$ cat src/rtl/baser_pkg.sv
package baser_pkg;

    // Widths
    localparam int BLOCK_W = 64;
    localparam int LANES   = 8;
    localparam int HDR_W   = 2;
    localparam int CODE_W  = 7;

    // Sync headers
    localparam logic [HDR_W-1:0] SYNC_DATA = 2'b10;
    localparam logic [HDR_W-1:0] SYNC_CTRL = 2'b01;

    // Block type field, low byte of a control block payload
    localparam logic [7:0] BT_CTRL    = 8'h1e;
    localparam logic [7:0] BT_START_0 = 8'h78;
    localparam logic [7:0] BT_START_4 = 8'h33;
    localparam logic [7:0] BT_TERM_0  = 8'h87;
    localparam logic [7:0] BT_TERM_1  = 8'h99;
    localparam logic [7:0] BT_TERM_2  = 8'haa;
    localparam logic [7:0] BT_TERM_3  = 8'hb4;
    localparam logic [7:0] BT_TERM_4  = 8'hcc;
    localparam logic [7:0] BT_TERM_5  = 8'hd2;
    localparam logic [7:0] BT_TERM_6  = 8'he1;
    localparam logic [7:0] BT_TERM_7  = 8'hff;

    // 7-bit control codes carried in control lanes
    localparam logic [CODE_W-1:0] CODE_IDLE  = 7'h00;
    localparam logic [CODE_W-1:0] CODE_LPI   = 7'h06;
    localparam logic [CODE_W-1:0] CODE_ERROR = 7'h1e;
    localparam logic [CODE_W-1:0] CODE_RES_0 = 7'h2d;
    localparam logic [CODE_W-1:0] CODE_RES_1 = 7'h33;
    localparam logic [CODE_W-1:0] CODE_RES_2 = 7'h4b;
    localparam logic [CODE_W-1:0] CODE_RES_3 = 7'h55;
    localparam logic [CODE_W-1:0] CODE_RES_4 = 7'h66;
    localparam logic [CODE_W-1:0] CODE_RES_5 = 7'h78;

    // XGMII control characters
    localparam logic [7:0] XG_IDLE  = 8'h07;
    localparam logic [7:0] XG_LPI   = 8'h06;
    localparam logic [7:0] XG_START = 8'hfb;
    localparam logic [7:0] XG_TERM  = 8'hfd;
    localparam logic [7:0] XG_ERROR = 8'hfe;
    localparam logic [7:0] XG_RES_0 = 8'h1c;
    localparam logic [7:0] XG_RES_1 = 8'h3c;
    localparam logic [7:0] XG_RES_2 = 8'h7c;
    localparam logic [7:0] XG_RES_3 = 8'hbc;
    localparam logic [7:0] XG_RES_4 = 8'hdc;
    localparam logic [7:0] XG_RES_5 = 8'hf7;

    // One 8-bit character per XGMII lane, lane 0 in the low byte
    typedef logic [LANES-1:0][7:0] lane_chars_t;

    // Same 64-bit payload seen as raw bytes or as type plus codes
    typedef union packed {
        logic [LANES-1:0][7:0] data;
        struct packed {
            logic [LANES-1:0][CODE_W-1:0] code;
            logic [7:0]                   btype;
        } ctrl;
    } baser_payload_u;

    typedef struct packed {
        logic [HDR_W-1:0] hdr;
        baser_payload_u   payload;
    } baser_block_t;

    // rxc bit i flags lane i as a control character
    typedef struct packed {
        logic [BLOCK_W-1:0] rxd;
        logic [LANES-1:0]   rxc;
    } xgmii_word_t;

endpackage

$ cat src/rtl/baser_rx_dec.sv
`timescale 1ns/1ps

module baser_rx_dec (
    input  logic                    clk,
    input  logic                    rst,
    input  baser_pkg::baser_block_t rx_block,
    output baser_pkg::xgmii_word_t  xgmii_out,
    output logic                    rx_bad_block,
    output logic                    rx_sequence_error
);

    import baser_pkg::*;

    lane_chars_t chars;
    logic [7:0]  lane_err;
    logic        start_seen;
    logic        term_seen;

    // Control codes decoded for every block, used only by control types
    ctrl_code_decoder u_ctrl_code_decoder (
        .codes    (rx_block.payload),
        .chars    (chars),
        .lane_err (lane_err)
    );

    block_mapper u_block_mapper (
        .clk          (clk),
        .rst          (rst),
        .rx_block     (rx_block),
        .chars        (chars),
        .lane_err     (lane_err),
        .xgmii_out    (xgmii_out),
        .rx_bad_block (rx_bad_block),
        .start_seen   (start_seen),
        .term_seen    (term_seen)
    );

    frame_tracker u_frame_tracker (
        .clk               (clk),
        .rst               (rst),
        .start_seen        (start_seen),
        .term_seen         (term_seen),
        .rx_sequence_error (rx_sequence_error)
    );

endmodule

$ cat src/rtl/block_mapper.sv
`timescale 1ns/1ps

module block_mapper (
    input  logic                    clk,
    input  logic                    rst,
    input  baser_pkg::baser_block_t rx_block,
    input  baser_pkg::lane_chars_t  chars,
    input  logic [7:0]              lane_err,
    output baser_pkg::xgmii_word_t  xgmii_out,
    output logic                    rx_bad_block,
    output logic                    start_seen,
    output logic                    term_seen
);

    import baser_pkg::*;

    lane_chars_t      data_bytes;
    lane_chars_t      data_shift;
    lane_chars_t      rxd_next;
    logic [LANES-1:0] rxc_next;
    logic             bad_next;
    logic             term_hit;
    logic [2:0]       term_lane;

    assign data_bytes = rx_block.payload.data;

    // Terminate blocks carry D0 in payload byte 1, so data lanes are one byte down
    assign data_shift = {8'h00, data_bytes[LANES-1:1]};

    always_comb begin
        // Anything not recognised below stays an all-error word
        rxd_next   = {LANES{XG_ERROR}};
        rxc_next   = '1;
        bad_next   = 1'b1;
        start_seen = 1'b0;
        term_seen  = 1'b0;
        term_hit   = 1'b0;
        term_lane  = 3'd0;

        if (rx_block.hdr == SYNC_DATA) begin
            rxd_next = data_bytes;
            rxc_next = '0;
            bad_next = 1'b0;
        end else if (rx_block.hdr == SYNC_CTRL) begin
            case (rx_block.payload.ctrl.btype)
                BT_CTRL: begin
                    rxd_next = chars;
                    rxc_next = '1;
                    bad_next = |lane_err;
                end
                BT_START_0: begin
                    rxd_next    = data_bytes;
                    rxd_next[0] = XG_START;
                    rxc_next    = 8'h01;
                    bad_next    = 1'b0;
                    start_seen  = 1'b1;
                end
                BT_START_4: begin
                    // C0..C3 in the low half, start in lane 4
                    rxd_next   = {data_bytes[7:5], XG_START, chars[3:0]};
                    rxc_next   = 8'h1f;
                    bad_next   = |lane_err[3:0];
                    start_seen = 1'b1;
                end
                BT_TERM_0: begin
                    term_hit  = 1'b1;
                    term_lane = 3'd0;
                end
                BT_TERM_1: begin
                    term_hit  = 1'b1;
                    term_lane = 3'd1;
                end
                BT_TERM_2: begin
                    term_hit  = 1'b1;
                    term_lane = 3'd2;
                end
                BT_TERM_3: begin
                    term_hit  = 1'b1;
                    term_lane = 3'd3;
                end
                BT_TERM_4: begin
                    term_hit  = 1'b1;
                    term_lane = 3'd4;
                end
                BT_TERM_5: begin
                    term_hit  = 1'b1;
                    term_lane = 3'd5;
                end
                BT_TERM_6: begin
                    term_hit  = 1'b1;
                    term_lane = 3'd6;
                end
                BT_TERM_7: begin
                    term_hit  = 1'b1;
                    term_lane = 3'd7;
                end
                default: begin
                    // Ordered sets and unknown types keep the error word
                end
            endcase

            // Data below the terminate lane, decoded controls above it
            if (term_hit) begin
                term_seen = 1'b1;
                bad_next  = 1'b0;
                for (int i = 0; i < LANES; i++) begin
                    if (i < int'(term_lane)) begin
                        rxd_next[i] = data_shift[i];
                        rxc_next[i] = 1'b0;
                    end else if (i == int'(term_lane)) begin
                        rxd_next[i] = XG_TERM;
                        rxc_next[i] = 1'b1;
                    end else begin
                        rxd_next[i] = chars[i];
                        rxc_next[i] = 1'b1;
                        if (lane_err[i]) begin
                            bad_next = 1'b1;
                        end
                    end
                end
            end
        end
    end

    always_ff @(posedge clk) begin
        if (rst) begin
            xgmii_out.rxd <= {LANES{XG_ERROR}};
            xgmii_out.rxc <= '1;
            rx_bad_block  <= 1'b0;
        end else begin
            xgmii_out.rxd <= rxd_next;
            xgmii_out.rxc <= rxc_next;
            rx_bad_block  <= bad_next;
        end
    end

endmodule

$ cat src/rtl/ctrl_code_decoder.sv
`timescale 1ns/1ps

module ctrl_code_decoder (
    input  baser_pkg::baser_payload_u codes,
    output baser_pkg::lane_chars_t    chars,
    output logic [7:0]                lane_err
);

    import baser_pkg::*;

    // Each lane is decoded on its own, no cross-lane dependency
    always_comb begin
        for (int i = 0; i < LANES; i++) begin
            lane_err[i] = 1'b0;
            case (codes.ctrl.code[i])
                CODE_IDLE: begin
                    chars[i] = XG_IDLE;
                end
                CODE_LPI: begin
                    chars[i] = XG_LPI;
                end
                CODE_ERROR: begin
                    chars[i] = XG_ERROR;
                end
                CODE_RES_0: begin
                    chars[i] = XG_RES_0;
                end
                CODE_RES_1: begin
                    chars[i] = XG_RES_1;
                end
                CODE_RES_2: begin
                    chars[i] = XG_RES_2;
                end
                CODE_RES_3: begin
                    chars[i] = XG_RES_3;
                end
                CODE_RES_4: begin
                    chars[i] = XG_RES_4;
                end
                CODE_RES_5: begin
                    chars[i] = XG_RES_5;
                end
                default: begin
                    // Unlisted code, replaced by an error character
                    chars[i]    = XG_ERROR;
                    lane_err[i] = 1'b1;
                end
            endcase
        end
    end

endmodule

$ cat src/rtl/frame_tracker.sv
`timescale 1ns/1ps

module frame_tracker (
    input  logic clk,
    input  logic rst,
    input  logic start_seen,
    input  logic term_seen,
    output logic rx_sequence_error
);

    typedef enum logic {
        FT_IDLE,
        FT_IN_FRAME
    } frame_state_t;

    frame_state_t state;
    frame_state_t state_next;
    logic         seq_err_next;

    // Start and terminate never arrive together, one block has one type
    always_comb begin
        state_next   = state;
        seq_err_next = 1'b0;
        if (start_seen) begin
            seq_err_next = (state == FT_IN_FRAME);
            state_next   = FT_IN_FRAME;
        end else if (term_seen) begin
            seq_err_next = (state == FT_IDLE);
            state_next   = FT_IDLE;
        end
    end

    // Same edge as the mapper registers, keeps the strobes aligned
    always_ff @(posedge clk) begin
        if (rst) begin
            state             <= FT_IDLE;
            rx_sequence_error <= 1'b0;
        end else begin
            state             <= state_next;
            rx_sequence_error <= seq_err_next;
        end
    end

endmodule

$ cat config.mk
export PLATFORM = sky130hd
export DESIGN_NAME = baser_rx_dec
export DESIGN_NICKNAME = d
export VERILOG_FILES = /design/src/rtl/baser_pkg.sv /design/src/rtl/baser_rx_dec.sv /design/src/rtl/block_mapper.sv /design/src/rtl/ctrl_code_decoder.sv /design/src/rtl/frame_tracker.sv
export SDC_FILE = /design/constraint.sdc
export NUM_CORES = 1
export LEC_CHECK = 0
export ABC_AREA = 1
export BUFFER_PORTS_ARGS = -buffer_cell sky130_fd_sc_hd__buf_2
export CORE_MARGIN = 3
export CORE_UTILIZATION = 35
export CTS_CLUSTER_SIZE = 25
export DETAILED_ROUTE_END_ITERATION = 8
export PLACE_DENSITY_LB_ADDON = 0.12
export REMOVE_ABC_BUFFERS = 1
export SLEW_MARGIN = 20
export SYNTH_ARGS = -nofsm -noshare
export SYNTH_HDL_FRONTEND = slang
export SYNTH_SLANG_ARGS = --single-unit
$ cat constraint.sdc
create_clock -name clk -period 5.3 [get_ports clk]
set_input_delay 0.53 -clock clk [delete_from_list [all_inputs] [get_ports clk]]
set_output_delay 0.53 -clock clk [all_outputs]
set_load 0.05 [all_outputs]
### Word-level counts from Yosys, hierarchy flattened

Index checks and enable logic that the tools add are counted.

* bitwise operators: 1
* mux-type cells: 90
* equal/unequal tests: 84
* magnitude comparators: 7
* reduce and logical (&&, ||, !) cells: 23

Operator list (number)
* 8-bit one-hot mux with 8 select lines: 8
* 7-bit equality test (second input constant): 32
* 64-bit 2-to-1 mux: 3
* 64-bit one-hot mux with 3 select lines: 1
* 8-bit 2-to-1 mux: 18
* 7-bit by 6-bit equality test with 1-bit output (second input constant): 16
* 9-bit OR reduction: 8
* 8-bit equality test (second input constant): 8
* 7-bit by 3-bit equality test with 1-bit output (second input constant): 8
* 7-bit by 5-bit equality test with 1-bit output (second input constant): 8
* 7-bit zero test: 8
* 1-bit 2-to-1 mux: 55
* 3-bit one-hot mux with 7 select lines: 1
* 8-bit one-hot mux with 2 select lines: 1
* 8-bit OR reduction: 2
* 3-bit equality test (first input constant): 4
* 3-bit < comparator (first input constant): 3
* 8-bit by 5-bit equality test with 1-bit output (second input constant): 1
* 8-bit by 6-bit equality test with 1-bit output (second input constant): 1
* 8-bit by 7-bit equality test with 1-bit output (second input constant): 1
* 2-bit by 3-bit equality test with 1-bit output (first input constant): 2
* 1-bit by 3-bit < comparator with 1-bit output (first input constant): 2
* 2-bit by 3-bit < comparator with 1-bit output (first input constant): 2
* 3-bit 2-to-1 mux: 2
* other kinds (9): 10

* register bits: 75
* output and inout port bits: 74
* input bits: 68
* word-level logic and storage cells: 210

### Logic depth before layout (Yosys ltp)

Gate-level depths: netlist of run 1.

* depth in word-level cells: 32
* gate-level depth with buffers: 17
* gate-level depth less buffers: 16

### By module

A second synthesis of run 1 with hierarchy kept.

* cell total of the unflattened synthesis: 1318
* area total of the unflattened synthesis: 6960.4 µm²

By module, submodules not included
* block_mapper: sequential area each 1461.4 µm², times used 1, cells an instance 815, area each 4807.1 µm²
* ctrl_code_decoder: sequential area each 0.0 µm², times used 1, cells an instance 492, area each 2077.0 µm²
* frame_tracker: sequential area each 40.0 µm², times used 1, cells an instance 11, area each 76.3 µm²

### Least setup slack after synthesis of run 1

Ideal clock, no wire load.

* path kind: input port to flip-flop
* start: input rx_block[1] (netlist name)
* end: register, netlist name u_block_mapper.xgmii_out[54]
* stages on the path: 15
* path buffers: 1
* setup slack: 3.172 ns
* data required time: 5.176 ns
* arrival time: 2.004 ns
* setup time: 0.124 ns
* cells stage by stage: buf_4 > nand2_1 > nor2_1 > nand2_2 > nand2_4 > nor2_4 > inv_4 > nor2_8 > nor2_2 > nor2_2 > inv_1 > o21ai_0 > o211ai_1 > o21ai_1 > nand2_1

* word-level cells in the longest chain between the ends: 10
* elaborated cells on any way between the ends: 26
* classes of those cells: 1 x order compare; 12 x eq/ne; 12 x mux; 1 x reduce/logical

Ends and longest elaborated chain
* start, declared: RTL line baser_rx_dec.sv:6 `input baser_pkg::baser_block_t rx_block,`
* parallel branches: the longest is 7 deep, another holds 3-bit < comparator
* 64-bit 2-to-1 mux (*): RTL line block_mapper.sv:103 `if (term_hit) begin`
* 64-bit 2-to-1 mux (*): RTL line block_mapper.sv:44 `end else if (rx_block.hdr == SYNC_CTRL) begin`
* 64-bit 2-to-1 mux (*): RTL line block_mapper.sv:40 `if (rx_block.hdr == SYNC_DATA) begin`

Every way passes the cells marked *. The select of a mux whose other input is x is not followed.
A chain may end at the register's enable or synchronous reset.

### Worst setup path in the final report of run 1

* start: input rx_block[4] (netlist name)
* end: register, netlist name u_block_mapper.xgmii_out[60]

* word-level cells in the longest chain between the ends: 10
* elaborated cells on any way between the ends: 26
* classes of those cells: 1 x order compare; 12 x eq/ne; 12 x mux; 1 x reduce/logical

Ends and longest elaborated chain (RTL line)
* parallel branches: the longest is 7 deep, another holds 3-bit < comparator
* 64-bit 2-to-1 mux (*): block_mapper.sv:103
* 64-bit 2-to-1 mux (*): block_mapper.sv:44
* 64-bit 2-to-1 mux (*): block_mapper.sv:40

Marked as above.

==> impl_metrics.ini, run 1 <==
[outcome]
outcome = complete, no violations

[clock_network]
cts.htree.levels = 3
postCtsSetupBuffers = 0
cts_made_buffers = 9
clkTransAtPathRegs_ns = 0.06
clk_latency_ns = 0.35
tritoncts = built
cts_root_buffer = clkbuf_16
numClockSinks = 75
hold_buffers = 0
clockBufferDepth = 2
cts_resized = 0

[layout]
multi_input_area_mm2 = 0.00388
layout.nets = 1233
area_growth_pct = 18.2
n_antenna_cell = 0
drive_gt1_frac = 0.162
final_util = 0.427
seqCellArea_mm2 = 0.00150
n_fill_cell = 1907
fin_area_mm2 = 0.00714

[run]
drv_cap = 0

[synthesis]
synth_warnings = 0
synthMuxAreaShare = 0
async_flop_share = 0
ys_top_cells_by_area = dfxtp_1 25%, nand2_1 17%, nor2_1 8.9%
synth.most_common_cell = nand2_1
synth_top_family_by_area = simple AND/OR/NAND/NOR gates
synth_area_mm2 = 0.00603
yosys.area.top_type = dfxtp_1
synth_cell_types = 44
avgSynthCellArea_um2 = 5.74
yosys.area.top_type_share = 0.249
ys_seq_area_frac = 0.249
synth-simple-area-share = 0.409
synth_fa_ha_area_frac = 0
synth_compound_area_frac = 0.234
synth_seq_cells = 75
synth_edf_count = 0
synth_xor_area_frac = 0
ys_top_cells_by_count = 268 x nand2_1, 143 x nor2_1, 109 x inv_1
synth_cells = 1051
yosys_most_used_dff = dfxtp_1

[place]
portBuffers = 141
gp_congestion = 0.938
preCtsSetupSlack_ns = 2.05
dp_hpwl_mm = 17.7
place_area_mm2 = 0.00684

[global_route]
grt_pass1_vias = 7007
grt_usage = 0.247
grt_pass1_wl_mm = 36.8
antenna_found_initial = 0
gr-total-overflow = 0
grt_start_max_net_pins = 37

[floorplanning]
die_area_mm2 = 0.0189
die_w_um = 137
num_io_pins = 142
core_area_mm2 = 0.0167
rows = 47
initial_core_util = 0.361
die_height_um = 137

[power_and_ir_drop]
p_per_area_mw_per_mm2 = 214
p_leak_uw = 0.00349
irDropWorstVdd_v = 0.000152

[sta]
tightest_slew_ns = 0.781
finalMaxSlewViolations = 0
slew_headroom = 0.478
setup_viol_count_final = 0
fmax_mhz = 346
rsz0062_at_grt = no
whs_ns = 0.460
final_hold_viol_count = 0
worst_slack_ns = 2.41
finalCriticalPeriod_ns = 2.89
clock_skew_ns = 0.000104
finalCritPeriodShare = 0.545
tns_ns = 0

[detailed_routing]
detail_route.wl_per_cell_um = 17.0
totalWireLength_mm = 23.7
drc = 0
drt_pre_antenna_iters = 7
via_per_inst = 5.52
vias = 7670
drtIter0Drc = 730
drtAntennaViolNets = 0

[critical_path]
crit_fanout = 19
arrival_ns = 3.12
worstPathRequired_ns = 5.53
criticalPathCategory = input pin to register
cp-start-kind = input pin
cp-end-kind = register

[worst_hold_path]
hp-class = input pin to register
==> power by group <==
group | internal, uW | leakage, uW | total (uW) | switching [uW]
clock network | 375 | 0.000145 | 626 | 251
registers | 582 | 0.000614 | 586 | 4.06
logic | 76.0 | 0.00273 | 316 | 240
total | 1030 | 0.00349 | 1530 | 495
==> path summary, 6_finish.rpt <==
kind,startpoint,to,slack (ns),cells after the start
max,rx_block[4],u_block_mapper.xgmii_out[60],2.41,14
min,rx_block[46],u_block_mapper.xgmii_out[54],0.46,3
max reg2reg,u_frame_tracker.state,u_frame_tracker.rx_sequence_error,4.60,3
min reg2reg,u_frame_tracker.state,u_frame_tracker.rx_sequence_error,0.47,2
==> flip-flops by register name (all words and copies together) (netlist names) <==
signal / flops
u_block_mapper.rx_bad_block: 1
u_frame_tracker.rx_sequence_error: 1
u_block_mapper.xgmii_out: 72
u_frame_tracker.state: 1
==> layout make-up <==
cell class / count / share of cell area
clock buffers: 11 / 0.0340
clock inverters: 5 / 0.00736
inverters: 118 / 0.0628
multi-input cells: 816 / 0.544
flip-flops and latches: 75 / 0.210
well taps: 220 / 0.0386
repair buffers: 145 / 0.103
==> placed cells by master (no fill, tap or decap), types with 2 or more instances in the layout <==
cell type    n
nand2_1    268
nor2_1     143
buf_2      141
inv_1      109
o21ai_0     91
dfxtp_1     75
nand3_1     69
a21oi_1     64
nor3_1      38
o22ai_1     27
o21ai_1     19
nand4_1     19
o221ai_1    12
o211ai_1    11
clkbuf_16    9
nor2_2       7
inv_2        6
a31oi_1      5
a22oi_1      5
o32ai_1      4
buf_4        4
nand2_2      3
nand2_4      3
o2111ai_1    3
nor4_1       3
nor3b_1      3
clkinv_2     3
nor2_4       2
inv_4        2
nor2_8       2
or2_2        2
a21boi_0     2
nand3b_1     2
==> critical path: stages <==
cell and delay, ns:
buf_2 0.12, inv_1 0.06, nor2_1 0.19, nand2_1 0.12
nor3_4 0.61, nor2_4 0.22, nand2_4 0.19, nand2_4 0.20
inv_2 0.31, o21ai_0 0.12, o21ai_0 0.18, o211ai_1 0.11
o21ai_0 0.08, nand2_1 0.06
==> metrics by stage <==
stage               total power (uW)  instances
finish                          1530       1390
global placement                 913       1374
floorplan                        783       1009
CTS                             1540       1390
global route                    1600       1390
detailed placement               910       1374
==> layer usage <==
layer,share of wire,GRT usage,vias up
met5,0,0,-
met4,0.033,0.0937,0
met1,0.43,0.325,3473
li1,-,-,3758
met3,0.079,0.0457,63
met2,0.46,0.400,376
==> cell families (layout without fill, tap and decap cells) <==
family / Yosys count / in the layout
AND/OR/NAND/NOR: 568 / 568
AO/OA/AOI/OAI: 248 / 248
buffers and inverters: 160 / 279
flip-flops: 75 / 75
Power figures use the tool's default switching activity.
==> run 2: changes to the inputs <==
==> constraint.sdc (replaced) <==
create_clock -name clk -period 2.51 [get_ports clk]
set_input_delay 0.251 -clock clk [delete_from_list [all_inputs] [get_ports clk]]
set_output_delay 0.251 -clock clk [all_outputs]
set_load 0.05 [all_outputs]
==> impl_metrics.ini, run 2 (synthesis gave the netlist of run 1 again) <==
[layout]
largest_reg_flops = 72
n_antenna_cell = 0
mostFrequentLayoutCells = 268 x nand2_1, 143 x nor2_1, 141 x buf_2
largest-register = u_block_mapper.xgmii_out
layout.nets = 1261
drive_gt1_frac = 0.181
area_growth_pct = 22.1
layout_commonest_cell = nand2_1
final_util = 0.441

[critical_path]
cp-end-kind = register
worstPathRequired_ns = 2.73
crit_fanout = 8
cp-start-kind = input pin
arrival_ns = 2.29
criticalPathCategory = input pin to register

[power_and_ir_drop]
p_sw_uw = 1050
p_sw_frac = 0.315
p_leak_uw = 0.00363
power.internal_uw = 2290
p_clk_frac = 0.426
p_seq_frac = 0.371
combPwrFrac = 0.203
power_uw = 3340
p_per_area_mw_per_mm2 = 453
irDropWorstVdd_v = 0.000323

[floorplanning]
initial_core_util = 0.361
die_w_um = 137
core_area_mm2 = 0.0167
rows = 47
num_io_pins = 142
die_area_mm2 = 0.0189
die_height_um = 137

[global_route]
busiest_layer = met2
antenna_found_initial = 0
met2_usage = 0.425
grt_usage = 0.248
gr-total-overflow = 0
grt.met1_usage = 0.324
grt_start_max_net_pins = 29
grt_pass1_vias = 7037
grt_use_met3 = 0.0281
grt_pass1_wl_mm = 36.8

[detailed_routing]
totalWireLength_mm = 23.8
via_per_inst = 5.41
drtIter0Drc = 714
drc = 0
vias = 7672
drt_pre_antenna_iters = 6
drtAntennaViolNets = 0
detail_route.wl_per_cell_um = 16.8

[sta]
rsz0062_at_grt = no
final_hold_viol_count = 0
setup_viol_count_final = 0
finalCriticalPeriod_ns = 2.07
tightest_slew_ns = 0.716
clock_skew_ns = 0.000321
finalCritPeriodShare = 0.823
fmax_mhz = 484
finalMaxSlewViolations = 0
slew_headroom = 0.517
tns_ns = 0

[clock_network]
cts_resized = 0
hold_buffers = 0
cts_made_buffers = 9
cts_root_buffer = clkbuf_16
cts.htree.levels = 3
postCtsSetupBuffers = 0
clkTransAtPathRegs_ns = 0.06
numClockSinks = 75
tritoncts = built
clockBufferDepth = 2
clk_latency_ns = 0.35

[place]
portBuffers = 141
dp_hpwl_mm = 18.5
gp_congestion = 0.935

[outcome]
outcome = complete, no violations

[run]
drv_cap = 0

[worst_hold_path]
hp-class = input pin to register
run 2: power by group through the flow:
stage | combinational, uW | sequential, uW | clock [uW]
after CTS | 672 | 1240 | 1460
after global placement | 679 | 1260 | 0
after global routing | 739 | 1240 | 1490
final | 679 | 1240 | 1420
after floorplan | 254 | 1400 | 0
after detailed placement | 670 | 1260 | 0
run 2: per-layer routing:
metal / share of wire / wire [um]
met4: 0.018 / 429
met2: 0.48 / 11300
met3: 0.073 / 1740
met1: 0.43 / 10300
met5: 0 / 0
run 2: path summary, 6_finish.rpt:
path                         startpoint                                 to  slack [ns]  cells after the start
hold / removal             rx_block[46]       u_block_mapper.xgmii_out[54]        0.18                      3
setup / recovery            rx_block[2]       u_block_mapper.xgmii_out[68]        0.44                     16
setup reg to reg  u_frame_tracker.state              u_frame_tracker.state        1.71                      2
hold reg to reg   u_frame_tracker.state  u_frame_tracker.rx_sequence_error        0.47                      2
run 2: per-stage QoR:
| step | cell area, um^2 | hold slack [ns] | setup slack, ns | std cells |
|---|---|---|---|---|
| floorplan | 5830 | 0.320 | 0.209 | 1009 |
| global placement | 7050 | 0.470 | 0.243 | 1402 |
| finish | 7370 | 0.176 | 0.444 | 1417 |
| detailed placement | 7050 | 0.455 | 0.163 | 1402 |
| CTS | 7370 | 0.164 | 0.522 | 1417 |
| global route | 7370 | 0.191 | 0.268 | 1417 |
run 2: cell type report:
cell class                 count  area [um^2]
fill                        1862         9330
multi-input combinational    816         3880
sequential                    75         1500
timing repair buffer         173          946
inverter                     118          448
tap                          220          275
clock buffer                  10          239
clock inverter                 5         77.6
run 2: critical path, cell delays in order:
cell,delay (ns)
buf_2,0.13
inv_1,0.09
nand2_1,0.08
nor2_1,0.16
nand3_1,0.21
nand2_2,0.15
nor2_4,0.05
inv_4,0.12
nor2_8,0.07
buf_4,0.18
nor2_2,0.26
nand2_1,0.13
o22ai_1,0.15
o211ai_1,0.10
o21ai_0,0.08
nand2_1,0.06
